<file path="src/cam_pkg.sv">
package cam_pkg;

  // **********************************************************************
  // Data path widths
  // **********************************************************************

  // One sensor byte per pclk
  localparam int PIX_W  = 8;
  // Decoded word {chroma, luma}
  localparam int YC_W   = 16;
  // Stored pixel {r, g, b}
  localparam int RGB_W  = 24;
  // Captured frame counter
  localparam int CNT_W  = 16;

  // APB bus
  localparam int APB_AW = 12;
  localparam int APB_DW = 32;

  // **********************************************************************
  // Register map, byte offsets
  // **********************************************************************

  localparam logic [APB_AW-1:0] CTRL_OFS   = 12'h000;
  localparam logic [APB_AW-1:0] STATUS_OFS = 12'h004;
  // Pixel window runs to the top of the space, 768 words
  localparam logic [APB_AW-1:0] PIX_BASE   = 12'h400;

  // **********************************************************************
  // YCbCr to RGB, coefficients scaled by 256
  // **********************************************************************

  // 1.402 Cr
  localparam int COEF_R_CR  = 359;
  // 0.344 Cb and 0.714 Cr
  localparam int COEF_G_CB  = 88;
  localparam int COEF_G_CR  = 183;
  // 1.772 Cb
  localparam int COEF_B_CB  = 454;
  localparam int COEF_SHIFT = 8;
  // Chroma zero level
  localparam int CHROMA_OFS = 128;

  // APB slave phase
  typedef enum logic [1:0] {IDLE, ACCESS, WAIT} apb_phase_e;

  // Target of the current address
  typedef enum logic [1:0] {CTRL, STATUS, PIXEL, NONE} reg_sel_e;

endpackage

</file>
<file path="src/cam_apb_regs.sv">
`timescale 1ns/1ps

module cam_apb_regs
#(
  parameter int FRAME_W = 16,
  parameter int FRAME_H = 8
)
(
  input  logic                       cmos_pclk_i,
  input  logic                       rst_i,
  // APB slave
  input  logic                       psel_i,
  input  logic                       penable_i,
  input  logic                       pwrite_i,
  input  logic [cam_pkg::APB_AW-1:0] paddr_i,
  input  logic [cam_pkg::APB_DW-1:0] pwdata_i,
  output logic [cam_pkg::APB_DW-1:0] prdata_o,
  output logic                       pready_o,
  output logic                       pslverr_o,
  // Frame store side
  input  logic [cam_pkg::RGB_W-1:0]  rd_data_i,
  input  logic [cam_pkg::CNT_W-1:0]  frame_count_i,
  output logic [cam_pkg::APB_AW-1:0] rd_addr_o,
  output logic                       capture_en_o
);

  localparam int PIX_DEPTH = FRAME_W * FRAME_H;

  cam_pkg::apb_phase_e        state_q;
  cam_pkg::reg_sel_e          sel;
  logic                       capture_en_q;
  logic [cam_pkg::APB_AW-1:0] pix_ofs;
  logic [cam_pkg::APB_DW-1:0] rd_mux;
  logic                       err;

  // Word index in the window, valid from the setup cycle on
  assign pix_ofs   = paddr_i - cam_pkg::PIX_BASE;
  assign rd_addr_o = {2'b00, pix_ofs[cam_pkg::APB_AW-1:2]};

  assign capture_en_o = capture_en_q;

  // Address decode
  always_comb
  begin
    sel = cam_pkg::NONE;
    if (paddr_i == cam_pkg::CTRL_OFS)
      sel = cam_pkg::CTRL;
    else if (paddr_i == cam_pkg::STATUS_OFS)
      sel = cam_pkg::STATUS;
    else if (paddr_i >= cam_pkg::PIX_BASE && paddr_i[1:0] == 2'b00 &&
             int'(rd_addr_o) < PIX_DEPTH)
      sel = cam_pkg::PIXEL;
  end

  // Read data, unmapped gives 0
  always_comb
  begin
    case (sel)
      cam_pkg::CTRL:   rd_mux = {{(cam_pkg::APB_DW-1){1'b0}}, capture_en_q};
      cam_pkg::STATUS: rd_mux = {{(cam_pkg::APB_DW-cam_pkg::CNT_W){1'b0}}, frame_count_i};
      cam_pkg::PIXEL:  rd_mux = {{(cam_pkg::APB_DW-cam_pkg::RGB_W){1'b0}}, rd_data_i};
      default:         rd_mux = '0;
    endcase
  end

  // Pixel window is read-only, STATUS writes drop silently
  assign err = (sel == cam_pkg::NONE) | ((sel == cam_pkg::PIXEL) & pwrite_i);

  // **********************************************************************
  // Phase FSM, one wait state on every access
  // **********************************************************************

  always_ff @(posedge cmos_pclk_i)
  begin
    if (rst_i)
    begin
      state_q      <= cam_pkg::IDLE;
      pready_o     <= 1'b0;
      pslverr_o    <= 1'b0;
      prdata_o     <= '0;
      capture_en_q <= 1'b0;
    end
    else
    begin
      pready_o  <= 1'b0;
      pslverr_o <= 1'b0;
      case (state_q)
        // Setup seen, first penable cycle comes next
        cam_pkg::IDLE:
        begin
          if (psel_i && !penable_i)
            state_q <= cam_pkg::ACCESS;
        end
        // Frame store data arrived, complete on the next cycle
        cam_pkg::ACCESS:
        begin
          if (psel_i && penable_i)
          begin
            state_q   <= cam_pkg::WAIT;
            pready_o  <= 1'b1;
            pslverr_o <= err;
            prdata_o  <= pwrite_i ? '0 : rd_mux;
            if (pwrite_i && sel == cam_pkg::CTRL)
              capture_en_q <= pwdata_i[0];
          end
          else
          begin
            state_q <= cam_pkg::IDLE;
          end
        end
        // pready high this cycle
        default:
        begin
          state_q <= cam_pkg::IDLE;
        end
      endcase
    end
  end

endmodule

</file>
<file path="src/cam_byte_decoder.sv">
`timescale 1ns/1ps

module cam_byte_decoder
(
  input  logic                     cmos_pclk_i,
  input  logic                     rst_i,
  // Sensor side
  input  logic                     cmos_vsync_i,
  input  logic                     cmos_href_i,
  input  logic [cam_pkg::PIX_W-1:0] cmos_data_i,
  // Decoded words, {chroma, luma}
  output logic                     yc_valid_o,
  output logic [cam_pkg::YC_W-1:0]  yc_data_o,
  // Frame markers
  output logic                     frame_start_o,
  output logic                     frame_end_o
);

  // Previous vsync level
  logic                      vsync_q;
  // High when the next byte completes a word
  logic                      byte_ph_q;
  // Chroma byte of the word in progress
  logic [cam_pkg::PIX_W-1:0] first_q;
  logic                      vs_fall;
  logic                      vs_rise;

  // Vsync low is active video
  assign vs_fall = vsync_q & ~cmos_vsync_i;
  assign vs_rise = ~vsync_q & cmos_vsync_i;

  // **********************************************************************
  // Control and frame edges
  // **********************************************************************

  always_ff @(posedge cmos_pclk_i)
  begin
    if (rst_i)
    begin
      vsync_q       <= 1'b0;
      byte_ph_q     <= 1'b0;
      yc_valid_o    <= 1'b0;
      frame_start_o <= 1'b0;
      frame_end_o   <= 1'b0;
    end
    else
    begin
      vsync_q       <= cmos_vsync_i;
      frame_start_o <= vs_fall;
      frame_end_o   <= vs_rise;
      // Word out after the second byte
      yc_valid_o    <= cmos_href_i & byte_ph_q;
      // Href low realigns to Cb/Cr, so every burst starts on a chroma byte
      if (vs_fall || !cmos_href_i)
      begin
        byte_ph_q <= 1'b0;
      end
      else
      begin
        byte_ph_q <= ~byte_ph_q;
      end
    end
  end

  // **********************************************************************
  // Byte pairing
  // **********************************************************************

  always_ff @(posedge cmos_pclk_i)
  begin
    // Hold Cb or Cr
    if (cmos_href_i && !byte_ph_q)
    begin
      first_q <= cmos_data_i;
    end
    // Luma completes the word
    if (cmos_href_i && byte_ph_q)
    begin
      yc_data_o <= {first_q, cmos_data_i};
    end
  end

endmodule

</file>
<file path="src/cam_capture_top.sv">
`timescale 1ns/1ps

module cam_capture_top
#(
  parameter int FRAME_W = 16,
  parameter int FRAME_H = 8
)
(
  // Sensor port
  input  logic                       cmos_pclk_i,
  input  logic                       rst_i,
  input  logic                       cmos_vsync_i,
  input  logic                       cmos_href_i,
  input  logic [cam_pkg::PIX_W-1:0]  cmos_data_i,
  // APB slave port, same clock
  input  logic                       psel_i,
  input  logic                       penable_i,
  input  logic                       pwrite_i,
  input  logic [cam_pkg::APB_AW-1:0] paddr_i,
  input  logic [cam_pkg::APB_DW-1:0] pwdata_i,
  output logic [cam_pkg::APB_DW-1:0] prdata_o,
  output logic                       pready_o,
  output logic                       pslverr_o
);

  // Decoder to converter
  logic                       yc_valid;
  logic [cam_pkg::YC_W-1:0]   yc_data;
  logic                       dec_frame_start;
  logic                       dec_frame_end;
  // Converter to frame store
  logic                       pix_valid;
  logic [cam_pkg::RGB_W-1:0]  pix_rgb;
  logic                       pix_frame_start;
  logic                       pix_frame_end;
  // Frame store and APB slave
  logic [cam_pkg::APB_AW-1:0] rd_addr;
  logic [cam_pkg::RGB_W-1:0]  rd_data;
  logic [cam_pkg::CNT_W-1:0]  frame_count;
  logic                       capture_en;

  // **********************************************************************
  // Capture pipeline, bytes to stored RGB
  // **********************************************************************

  cam_byte_decoder u_byte_decoder (
    .cmos_pclk_i   (cmos_pclk_i),
    .rst_i         (rst_i),
    .cmos_vsync_i  (cmos_vsync_i),
    .cmos_href_i   (cmos_href_i),
    .cmos_data_i   (cmos_data_i),
    .yc_valid_o    (yc_valid),
    .yc_data_o     (yc_data),
    .frame_start_o (dec_frame_start),
    .frame_end_o   (dec_frame_end)
  );

  ycbcr422_to_rgb u_ycbcr_to_rgb (
    .cmos_pclk_i   (cmos_pclk_i),
    .rst_i         (rst_i),
    .yc_valid_i    (yc_valid),
    .yc_data_i     (yc_data),
    .frame_start_i (dec_frame_start),
    .frame_end_i   (dec_frame_end),
    .pix_valid_o   (pix_valid),
    .pix_rgb_o     (pix_rgb),
    .frame_start_o (pix_frame_start),
    .frame_end_o   (pix_frame_end)
  );

  frame_store #(
    .FRAME_W (FRAME_W),
    .FRAME_H (FRAME_H)
  ) u_frame_store (
    .cmos_pclk_i   (cmos_pclk_i),
    .rst_i         (rst_i),
    .pix_valid_i   (pix_valid),
    .pix_rgb_i     (pix_rgb),
    .frame_start_i (pix_frame_start),
    .frame_end_i   (pix_frame_end),
    .capture_en_i  (capture_en),
    .rd_addr_i     (rd_addr),
    .rd_data_o     (rd_data),
    .frame_count_o (frame_count)
  );

  // Host registers and pixel readout
  cam_apb_regs #(
    .FRAME_W (FRAME_W),
    .FRAME_H (FRAME_H)
  ) u_apb_regs (
    .cmos_pclk_i   (cmos_pclk_i),
    .rst_i         (rst_i),
    .psel_i        (psel_i),
    .penable_i     (penable_i),
    .pwrite_i      (pwrite_i),
    .paddr_i       (paddr_i),
    .pwdata_i      (pwdata_i),
    .prdata_o      (prdata_o),
    .pready_o      (pready_o),
    .pslverr_o     (pslverr_o),
    .rd_data_i     (rd_data),
    .frame_count_i (frame_count),
    .rd_addr_o     (rd_addr),
    .capture_en_o  (capture_en)
  );

endmodule

</file>
<file path="src/frame_store.sv">
`timescale 1ns/1ps

module frame_store
#(
  parameter int FRAME_W = 16,
  parameter int FRAME_H = 8
)
(
  input  logic                       cmos_pclk_i,
  input  logic                       rst_i,
  // Pixel stream, in order with its frame markers
  input  logic                       pix_valid_i,
  input  logic [cam_pkg::RGB_W-1:0]  pix_rgb_i,
  input  logic                       frame_start_i,
  input  logic                       frame_end_i,
  input  logic                       capture_en_i,
  // Host read port, pixel index
  input  logic [cam_pkg::APB_AW-1:0] rd_addr_i,
  output logic [cam_pkg::RGB_W-1:0]  rd_data_o,
  output logic [cam_pkg::CNT_W-1:0]  frame_count_o
);

  localparam int PIX_DEPTH = FRAME_W * FRAME_H;
  localparam int ADDR_W    = (PIX_DEPTH > 1) ? $clog2(PIX_DEPTH) : 1;

  // Current frame is being captured
  logic                       cap_q;
  logic [cam_pkg::APB_AW-1:0] wr_addr_q;
  logic [cam_pkg::CNT_W-1:0]  frame_cnt_q;
  logic                       wr_en;
  logic [cam_pkg::RGB_W-1:0]  mem [PIX_DEPTH];

  // Overlong frames stop at the last word
  assign wr_en = pix_valid_i & cap_q & (int'(wr_addr_q) < PIX_DEPTH);

  assign frame_count_o = frame_cnt_q;

  // **********************************************************************
  // Capture gate, write address, frame counter
  // **********************************************************************

  always_ff @(posedge cmos_pclk_i)
  begin
    if (rst_i)
    begin
      cap_q       <= 1'b0;
      wr_addr_q   <= '0;
      frame_cnt_q <= '0;
    end
    else
    begin
      // Enable is sampled once per frame
      if (frame_start_i)
      begin
        cap_q     <= capture_en_i;
        wr_addr_q <= '0;
      end
      else if (wr_en)
      begin
        wr_addr_q <= wr_addr_q + 1'b1;
      end
      // Close the frame, count it if it was captured
      if (frame_end_i)
      begin
        cap_q <= 1'b0;
        if (cap_q)
          frame_cnt_q <= frame_cnt_q + 1'b1;
      end
    end
  end

  // **********************************************************************
  // Pixel memory, write from the pipeline and registered host read
  // **********************************************************************

  always_ff @(posedge cmos_pclk_i)
  begin
    if (wr_en)
    begin
      mem[wr_addr_q[ADDR_W-1:0]] <= pix_rgb_i;
    end
    rd_data_o <= mem[rd_addr_i[ADDR_W-1:0]];
  end

endmodule

</file>
<file path="src/ycbcr422_to_rgb.sv">
`timescale 1ns/1ps

module ycbcr422_to_rgb
(
  input  logic                      cmos_pclk_i,
  input  logic                      rst_i,
  // Words alternate {Cb, Y0} and {Cr, Y1}
  input  logic                      yc_valid_i,
  input  logic [cam_pkg::YC_W-1:0]  yc_data_i,
  input  logic                      frame_start_i,
  input  logic                      frame_end_i,
  // One RGB888 pixel per valid cycle
  output logic                      pix_valid_o,
  output logic [cam_pkg::RGB_W-1:0] pix_rgb_o,
  output logic                      frame_start_o,
  output logic                      frame_end_o
);

  // Wide enough for 256*255 + 454*127
  localparam int MUL_W     = 20;
  // Pair complete to second pixel out
  localparam int PULSE_DLY = 4;

  logic                              word_ph_q;
  logic [cam_pkg::PIX_W-1:0]         cb_q;
  logic [cam_pkg::PIX_W-1:0]         y0_q;
  logic [cam_pkg::PIX_W-1:0]         in_chroma;
  logic [cam_pkg::PIX_W-1:0]         in_luma;
  logic                              pair_fire;
  logic signed [MUL_W-1:0]           cb_c;
  logic signed [MUL_W-1:0]           cr_c;
  // Stage 1, products
  logic                              s1_valid_q;
  logic signed [MUL_W-1:0]           s1_y0_q;
  logic signed [MUL_W-1:0]           s1_y1_q;
  logic signed [MUL_W-1:0]           s1_r_q;
  logic signed [MUL_W-1:0]           s1_gb_q;
  logic signed [MUL_W-1:0]           s1_gr_q;
  logic signed [MUL_W-1:0]           s1_b_q;
  // Stage 2, channel sums per pixel
  logic                              s2_valid_q;
  logic signed [MUL_W-1:0]           s2_r0_q;
  logic signed [MUL_W-1:0]           s2_g0_q;
  logic signed [MUL_W-1:0]           s2_b0_q;
  logic signed [MUL_W-1:0]           s2_r1_q;
  logic signed [MUL_W-1:0]           s2_g1_q;
  logic signed [MUL_W-1:0]           s2_b1_q;
  // Second pixel waiting one cycle
  logic                              pix1_pend_q;
  logic [cam_pkg::RGB_W-1:0]         pix1_q;
  logic [PULSE_DLY-1:0]              start_dly_q;
  logic [PULSE_DLY-1:0]              end_dly_q;

  // Floor shift by 256, then saturate to a byte
  function automatic logic [7:0] clamp8(input logic signed [MUL_W-1:0] v);
    logic signed [MUL_W-1:0] s;
    s = v >>> cam_pkg::COEF_SHIFT;
    if (s < 0)
      return 8'd0;
    else if (s > 255)
      return 8'd255;
    return s[7:0];
  endfunction

  assign in_chroma = yc_data_i[cam_pkg::YC_W-1:cam_pkg::PIX_W];
  assign in_luma   = yc_data_i[cam_pkg::PIX_W-1:0];
  // Cr/Y1 word closes the pair
  assign pair_fire = yc_valid_i & word_ph_q;
  // Centered chroma, -128..127
  assign cb_c = MUL_W'(cb_q) - MUL_W'(cam_pkg::CHROMA_OFS);
  assign cr_c = MUL_W'(in_chroma) - MUL_W'(cam_pkg::CHROMA_OFS);

  assign frame_start_o = start_dly_q[PULSE_DLY-1];
  assign frame_end_o   = end_dly_q[PULSE_DLY-1];

  // **********************************************************************
  // Control: word phase, stage valids, frame pulse delay
  // **********************************************************************

  always_ff @(posedge cmos_pclk_i)
  begin
    if (rst_i)
    begin
      word_ph_q   <= 1'b0;
      s1_valid_q  <= 1'b0;
      s2_valid_q  <= 1'b0;
      pix_valid_o <= 1'b0;
      pix1_pend_q <= 1'b0;
      start_dly_q <= '0;
      end_dly_q   <= '0;
    end
    else
    begin
      if (frame_start_i)
        word_ph_q <= 1'b0;
      else if (yc_valid_i)
        word_ph_q <= ~word_ph_q;
      s1_valid_q  <= pair_fire;
      s2_valid_q  <= s1_valid_q;
      // Pixel 0 then pixel 1 on the next cycle
      pix_valid_o <= s2_valid_q | pix1_pend_q;
      pix1_pend_q <= s2_valid_q;
      start_dly_q <= {start_dly_q[PULSE_DLY-2:0], frame_start_i};
      end_dly_q   <= {end_dly_q[PULSE_DLY-2:0], frame_end_i};
    end
  end

  // **********************************************************************
  // Payload: multiply, add, clamp
  // **********************************************************************

  always_ff @(posedge cmos_pclk_i)
  begin
    if (yc_valid_i && !word_ph_q)
    begin
      cb_q <= in_chroma;
      y0_q <= in_luma;
    end
    if (pair_fire)
    begin
      s1_y0_q <= MUL_W'(y0_q) <<< cam_pkg::COEF_SHIFT;
      s1_y1_q <= MUL_W'(in_luma) <<< cam_pkg::COEF_SHIFT;
      s1_r_q  <= cr_c * MUL_W'(cam_pkg::COEF_R_CR);
      s1_gb_q <= cb_c * MUL_W'(cam_pkg::COEF_G_CB);
      s1_gr_q <= cr_c * MUL_W'(cam_pkg::COEF_G_CR);
      s1_b_q  <= cb_c * MUL_W'(cam_pkg::COEF_B_CB);
    end
    // Both pixels share the pair's chroma terms
    s2_r0_q <= s1_y0_q + s1_r_q;
    s2_g0_q <= s1_y0_q - s1_gb_q - s1_gr_q;
    s2_b0_q <= s1_y0_q + s1_b_q;
    s2_r1_q <= s1_y1_q + s1_r_q;
    s2_g1_q <= s1_y1_q - s1_gb_q - s1_gr_q;
    s2_b1_q <= s1_y1_q + s1_b_q;
    if (s2_valid_q)
    begin
      pix_rgb_o <= {clamp8(s2_r0_q), clamp8(s2_g0_q), clamp8(s2_b0_q)};
      pix1_q    <= {clamp8(s2_r1_q), clamp8(s2_g1_q), clamp8(s2_b1_q)};
    end
    else if (pix1_pend_q)
    begin
      pix_rgb_o <= pix1_q;
    end
  end

endmodule
</file>
<file path="config.mk">
export PLATFORM = sky130hd
export DESIGN_NAME = cam_capture_top
export DESIGN_NICKNAME = d
export VERILOG_FILES = /design/src/cam_pkg.sv /design/src/cam_apb_regs.sv /design/src/cam_byte_decoder.sv /design/src/cam_capture_top.sv /design/src/frame_store.sv /design/src/ycbcr422_to_rgb.sv
export SDC_FILE = /design/constraint.sdc
export NUM_CORES = 2
export LEC_CHECK = 0
export CORE_MARGIN = 3
export CORE_UTILIZATION = 35
export CTS_CLUSTER_SIZE = 16
export DETAILED_ROUTE_END_ITERATION = 8
export DONT_BUFFER_PORTS = 1
export HOLD_SLACK_MARGIN = 0.12
export PLACE_DENSITY = 0.46
export SLEW_MARGIN = 15
export SYNTH_ARGS = -nofsm -noshare
export SYNTH_HDL_FRONTEND = slang
export SYNTH_SLANG_ARGS = --single-unit
</file>
<file path="constraint.sdc">
create_clock -name cmos_pclk_i -period 10.4 [get_ports cmos_pclk_i]
set_input_delay 2.08 -clock cmos_pclk_i [delete_from_list [all_inputs] [get_ports cmos_pclk_i]]
set_output_delay 2.08 -clock cmos_pclk_i [all_outputs]
set_load 0.01 [all_outputs]
</file>
==> run summary <==
For the worst setup slack after placement, the log shows 3.44 ns. The critical path starts at paddr_i[3]. Cell at the root of the clock tree: sky130_fd_sc_hd__clkbuf_16. The tools report the final hold violation count as 0. After synthesis, the netlist uses 69 different library cells. Max-cap violations in this run came to 0. The area growth from synthesis to layout is 14.5%.

After detailed routing, the average wire length per cell comes to 30.9 µm. Once detail routing completed, the nets flagged for antenna violations numbered 0. The accumulated negative setup slack is 0 ns. For this run, design rule violations remaining after detail routing come to 0.

Measured along the y axis, the die boundary spans 628 µm. The first global-routing pass estimated 515,000 µm of wire. Proportion of power drawn by combinational gates: 4.2%. Critical hold path startpoint: u_ycbcr_to_rgb.end_dly_q[0]$_SDFF_PP0_. Data arrives at the worst endpoint at 6.69 ns. The startpoint-to-endpoint class of the critical path was input port to register. Cell type with the highest occurrence count on the critical path: sky130_fd_sc_hd__buf_16. Share of post-route cells with drive strength above 1: 27.6%. After detailed routing, the number of vias per cell comes to 5.28. The worst path uses 56.8% of the clock period. The run gives 0 as the setup-violating endpoint count in the final report. The post-synth design cell area was 135,000 µm². Synthesis produced a netlist whose cell count is 6,184. TritonCTS built the clock tree. Counting the fill cells in the layout gives 33,712. For this run, the leading register cell type out of synthesis is sky130_fd_sc_hd__edfxtp_1. The largest single stage delay on the critical path is 0.64 ns.

After clock tree synthesis, the repair step resized 0 gates. Sequential cells account for 51.5% of the total power. The tools report the initial core utilization as 35.3%.

The deepest clock path buffer count was 4; the via count of the first global-routing pass was 65,654. The share of synthesized area in the top cell type comes to 71.8%. 93 I/O pins were placed. The run finished with clean final reports.

Data on the critical path is required at its endpoint by 11.19 ns. Power spread over the standard cell area amounts to 187 nW/µm². The run gives 375 as the number of buffers created by CTS.

The tools report the source of the worst register-to-register timing path as u_byte_decoder.yc_data_o[15]$_DFFE_PP_. Between clock sinks in the finished design, the worst skew comes to 0.0672 ns. The post-route minimum period was 5.90 ns; the area inside the core boundary was 384,000 µm². In the post-synthesis netlist, the biggest area contributors are sky130_fd_sc_hd__edfxtp_1 72%, sky130_fd_sc_hd__mux4_2 17%, sky130_fd_sc_hd__dfxtp_1 2.5%. The maximum fanout count along the critical path is 152. For the pin with the worst max-slew slack, the measured transition is 1.24 ns. The congestion estimate from routability-driven global placement came to 0.751. The synthesized area divided by synthesized cell count works out to 21.9 µm². In the synthesized netlist, the cells that appear most often are 3,237 x sky130_fd_sc_hd__edfxtp_1, 1,000 x sky130_fd_sc_hd__mux4_2, 256 x sky130_fd_sc_hd__nor2_1.

The initialized floorplan defines 227 standard-cell rows. The total global routing overflow was 0. The number of hold buffers added after CTS was 0.

The die covers 394,000 µm². The capturing element type of the critical path is a register. The worst setup path is launched from an input port. The logs give 0 for the count of pins over their slew limit and 4.50 ns for the final worst-path setup slack. Headroom to the max-slew limit came out at 17.7%. Net switching is 21.0% of the power. The maximum number of pins on one net before global-route repair was 770; the fraction of synthesis flops using an asynchronous set or reset pin was 0%.

The maximum level of the CTS H-tree was 5. The tools report the static power due to leakage as 49.1 nW. Traced cell by cell, the critical path runs through buf_16 -> buf_16 -> buf_16 -> buf_16 -> mux4_2 -> mux4_2 -> mux4_2 -> mux2_2. The quantity of I/O buffers inserted on ports works out to 0. The tools report the length of the first detailed-routing pass in iterations as 5. The worst hold path class was register to register. Counting flops and latches in the post-synthesis netlist gives 3,409. IR analysis of the VDD net gives a maximum drop of 114 µV. The run gives 74.3% as the sequential-to-total area share from yosys stat.

The tools report the combined global-route utilization of all metal layers as 18.4%. The tools report the total wire length after detailed routing as 368,000 µm. The wire-length estimate of the detail-placed layout is 200,000 µm. For the worst-skew pair, the clock arrives at the later sink with an insertion delay of 0.93 ns. For the maximum clock frequency, the log shows 169 MHz. The synthesized design contains 3,237 enable-type register cells. The tools report the internal power of the cells as 22.9 mW.

The number of vias in the routed layout is 62,884. Most instantiated library cell after synthesis: sky130_fd_sc_hd__edfxtp_1. The number of warning messages in the yosys log is 0, and the setup fix buffers added after clock tree synthesis is 0.

For the final net count, the log shows 6,790. The floorplan step set the die width to 628 µm. The number of sinks on the clock net was 3,409.

Setup repair after global routing left no endpoint under its margin. The number of antenna violations at the first check in global routing was 20; the net load switching power was 6.07 mW. The run gives 5,891 as the detailed router's first-iteration violation count.

After clock tree synthesis, the clock-pin slew on the worst setup and hold paths is 0.06 ns. The slowest stage of the critical path is the sky130_fd_sc_hd__mux4_2 cell. For the portion of total power attributed to the clock network, the log shows 44.4%. The biggest area contributor in the post-synthesis netlist is sky130_fd_sc_hd__edfxtp_1.
==> worst paths after layout <==
check / endpoint / slack, ns / depth (start not counted)
max: u_frame_store.rd_data_o[1]$_DFF_P_ / 4.50 / 8
min: u_ycbcr_to_rgb.end_dly_q[1]$_SDFF_PP0_ / 0.41 / 1
max reg2reg: u_ycbcr_to_rgb.s1_r_q[17]$_DFFE_PP_ / 4.50 / 17
min reg2reg: u_ycbcr_to_rgb.end_dly_q[1]$_SDFF_PP0_ / 0.41 / 1
==> state kept, by name (all words and copies together) (netlist names), 12 cells and up <==
| signal | count |
|---|---|
| u_ycbcr_to_rgb.s1_b_q | 12 |
| u_ycbcr_to_rgb.s2_b0_q | 12 |
| u_ycbcr_to_rgb.s2_g0_q | 12 |
| u_ycbcr_to_rgb.s2_r1_q | 12 |
| u_frame_store.rd_data_o | 24 |
| u_ycbcr_to_rgb.s1_gr_q | 20 |
| u_apb_regs.prdata_o | 24 |
| u_ycbcr_to_rgb.s2_b1_q | 12 |
| u_frame_store.frame_count_o | 16 |
| u_ycbcr_to_rgb.s1_r_q | 12 |
| u_byte_decoder.yc_data_o | 16 |
| u_ycbcr_to_rgb.pix_rgb_o | 24 |
| u_frame_store.mem | 3072 |
| u_ycbcr_to_rgb.pix1_q | 24 |
| u_ycbcr_to_rgb.s1_gb_q | 17 |
| u_frame_store.wr_addr_q | 12 |
| u_ycbcr_to_rgb.s2_g1_q | 12 |
| u_ycbcr_to_rgb.s2_r0_q | 12 |
==> cells by family after synthesis <==
| kind of cell | count (synthesis) | share of synthesized area, % |
|---|---|---|
| xor gates and xnor gates | 130 | 0.841 |
| adders and majority gates | 287 | 3.09 |
| muxes | 1040 | 16.9 |
| other | 1 | 0.00277 |
| buffers and inverters | 523 | 1.59 |
| AOI/OAI and AO/OA | 312 | 1.61 |
| DFF | 3409 | 74.3 |
| and+or+nand+nor | 482 | 1.59 |
==> power by group through the flow <==
stage                     Sequential [mW]  Combinational, mW  Clock, mW
after floorplan                      15.1              0.884          0
after global placement               15.2               1.16          0
after detailed placement             15.2               1.16          0
after CTS                            14.9               1.17       13.2
after global routing                 14.9               1.31       13.7
final                                14.9               1.21       12.8
==> metrics by stage <==
stage / cell area (µm²) / utilization (%) / hold WS, ns / instances / power, mW
finish: 155000 / 40.4 / 0.407 / 11915 / 29.0
global route: 155000 / 40.4 / 0.411 / 11907 / 29.9
CTS: 155000 / 40.3 / 0.405 / 11897 / 29.3
detailed placement: 143000 / 37.3 / 0.403 / 11210 / 16.4
global placement: 143000 / 37.2 / 0.400 / 11208 / 16.4
floorplan: 135000 / - / 0.384 / 6191 / 16.0
==> critical path, delay by kind of cell <==
family	cells	cell delay (ns)
mux	4	1.91
buf+inv	4	2.13
==> cell usage in the layout (no fill, tap or decap), types with 9 or more instances in the layout <==
cell                        count
sky130_fd_sc_hd__nand2_1       77
sky130_fd_sc_hd__nand3_1       22
sky130_fd_sc_hd__a21o_1        22
sky130_fd_sc_hd__mux2i_1       20
sky130_fd_sc_hd__clkbuf_16    384
sky130_fd_sc_hd__xor2_1        39
sky130_fd_sc_hd__o41a_1        24
sky130_fd_sc_hd__a22oi_1        9
sky130_fd_sc_hd__and2_1        12
sky130_fd_sc_hd__diode_2        9
sky130_fd_sc_hd__inv_6          9
sky130_fd_sc_hd__inv_1        224
sky130_fd_sc_hd__mux2_2        20
sky130_fd_sc_hd__clkinv_1      75
sky130_fd_sc_hd__fa_1          79
sky130_fd_sc_hd__clkinv_2      54
sky130_fd_sc_hd__o21ai_0       52
sky130_fd_sc_hd__ha_1         208
sky130_fd_sc_hd__nor2b_1       36
sky130_fd_sc_hd__o21a_1        12
sky130_fd_sc_hd__a21oi_1       89
sky130_fd_sc_hd__o41ai_1       24
sky130_fd_sc_hd__xnor2_1       91
sky130_fd_sc_hd__nor3_1        11
sky130_fd_sc_hd__a41oi_1       10
sky130_fd_sc_hd__a21boi_0      13
sky130_fd_sc_hd__bufinv_16     24
sky130_fd_sc_hd__buf_16        16
sky130_fd_sc_hd__mux4_2      1000
sky130_fd_sc_hd__dfxtp_1      171
sky130_fd_sc_hd__edfxtp_1    3237
sky130_fd_sc_hd__buf_4        154
sky130_fd_sc_hd__nor2_1       127
sky130_fd_sc_hd__or2_2         15
sky130_fd_sc_hd__a222oi_1      15
sky130_fd_sc_hd__clkbuf_1     109
sky130_fd_sc_hd__clkbuf_8      14
sky130_fd_sc_hd__nor2_4       128
==> final cells by class <==
class | count | area, µm² | area share, %
Sequential cell | 3409 | 101000 | 64.9
Tap cell | 5152 | 6450 | 4.16
Timing Repair Buffer | 172 | 1620 | 1.05
Antenna cell | 9 | 22.5 | 0.0145
Multi-Input combinational cell | 2259 | 33700 | 21.7
Clock buffer | 507 | 10200 | 6.58
Inverter | 227 | 852 | 0.549
Clock inverter | 180 | 1610 | 1.04
==> layer usage <==
metal / wire length (µm) / global-route usage, %
met5: 0 / 0
met4: 11000 / 4.98
met3: 16800 / 2.28
met2: 180000 / 30.4
met1: 161000 / 25.8
No activity file was read; power rests on OpenSTA's default activity.
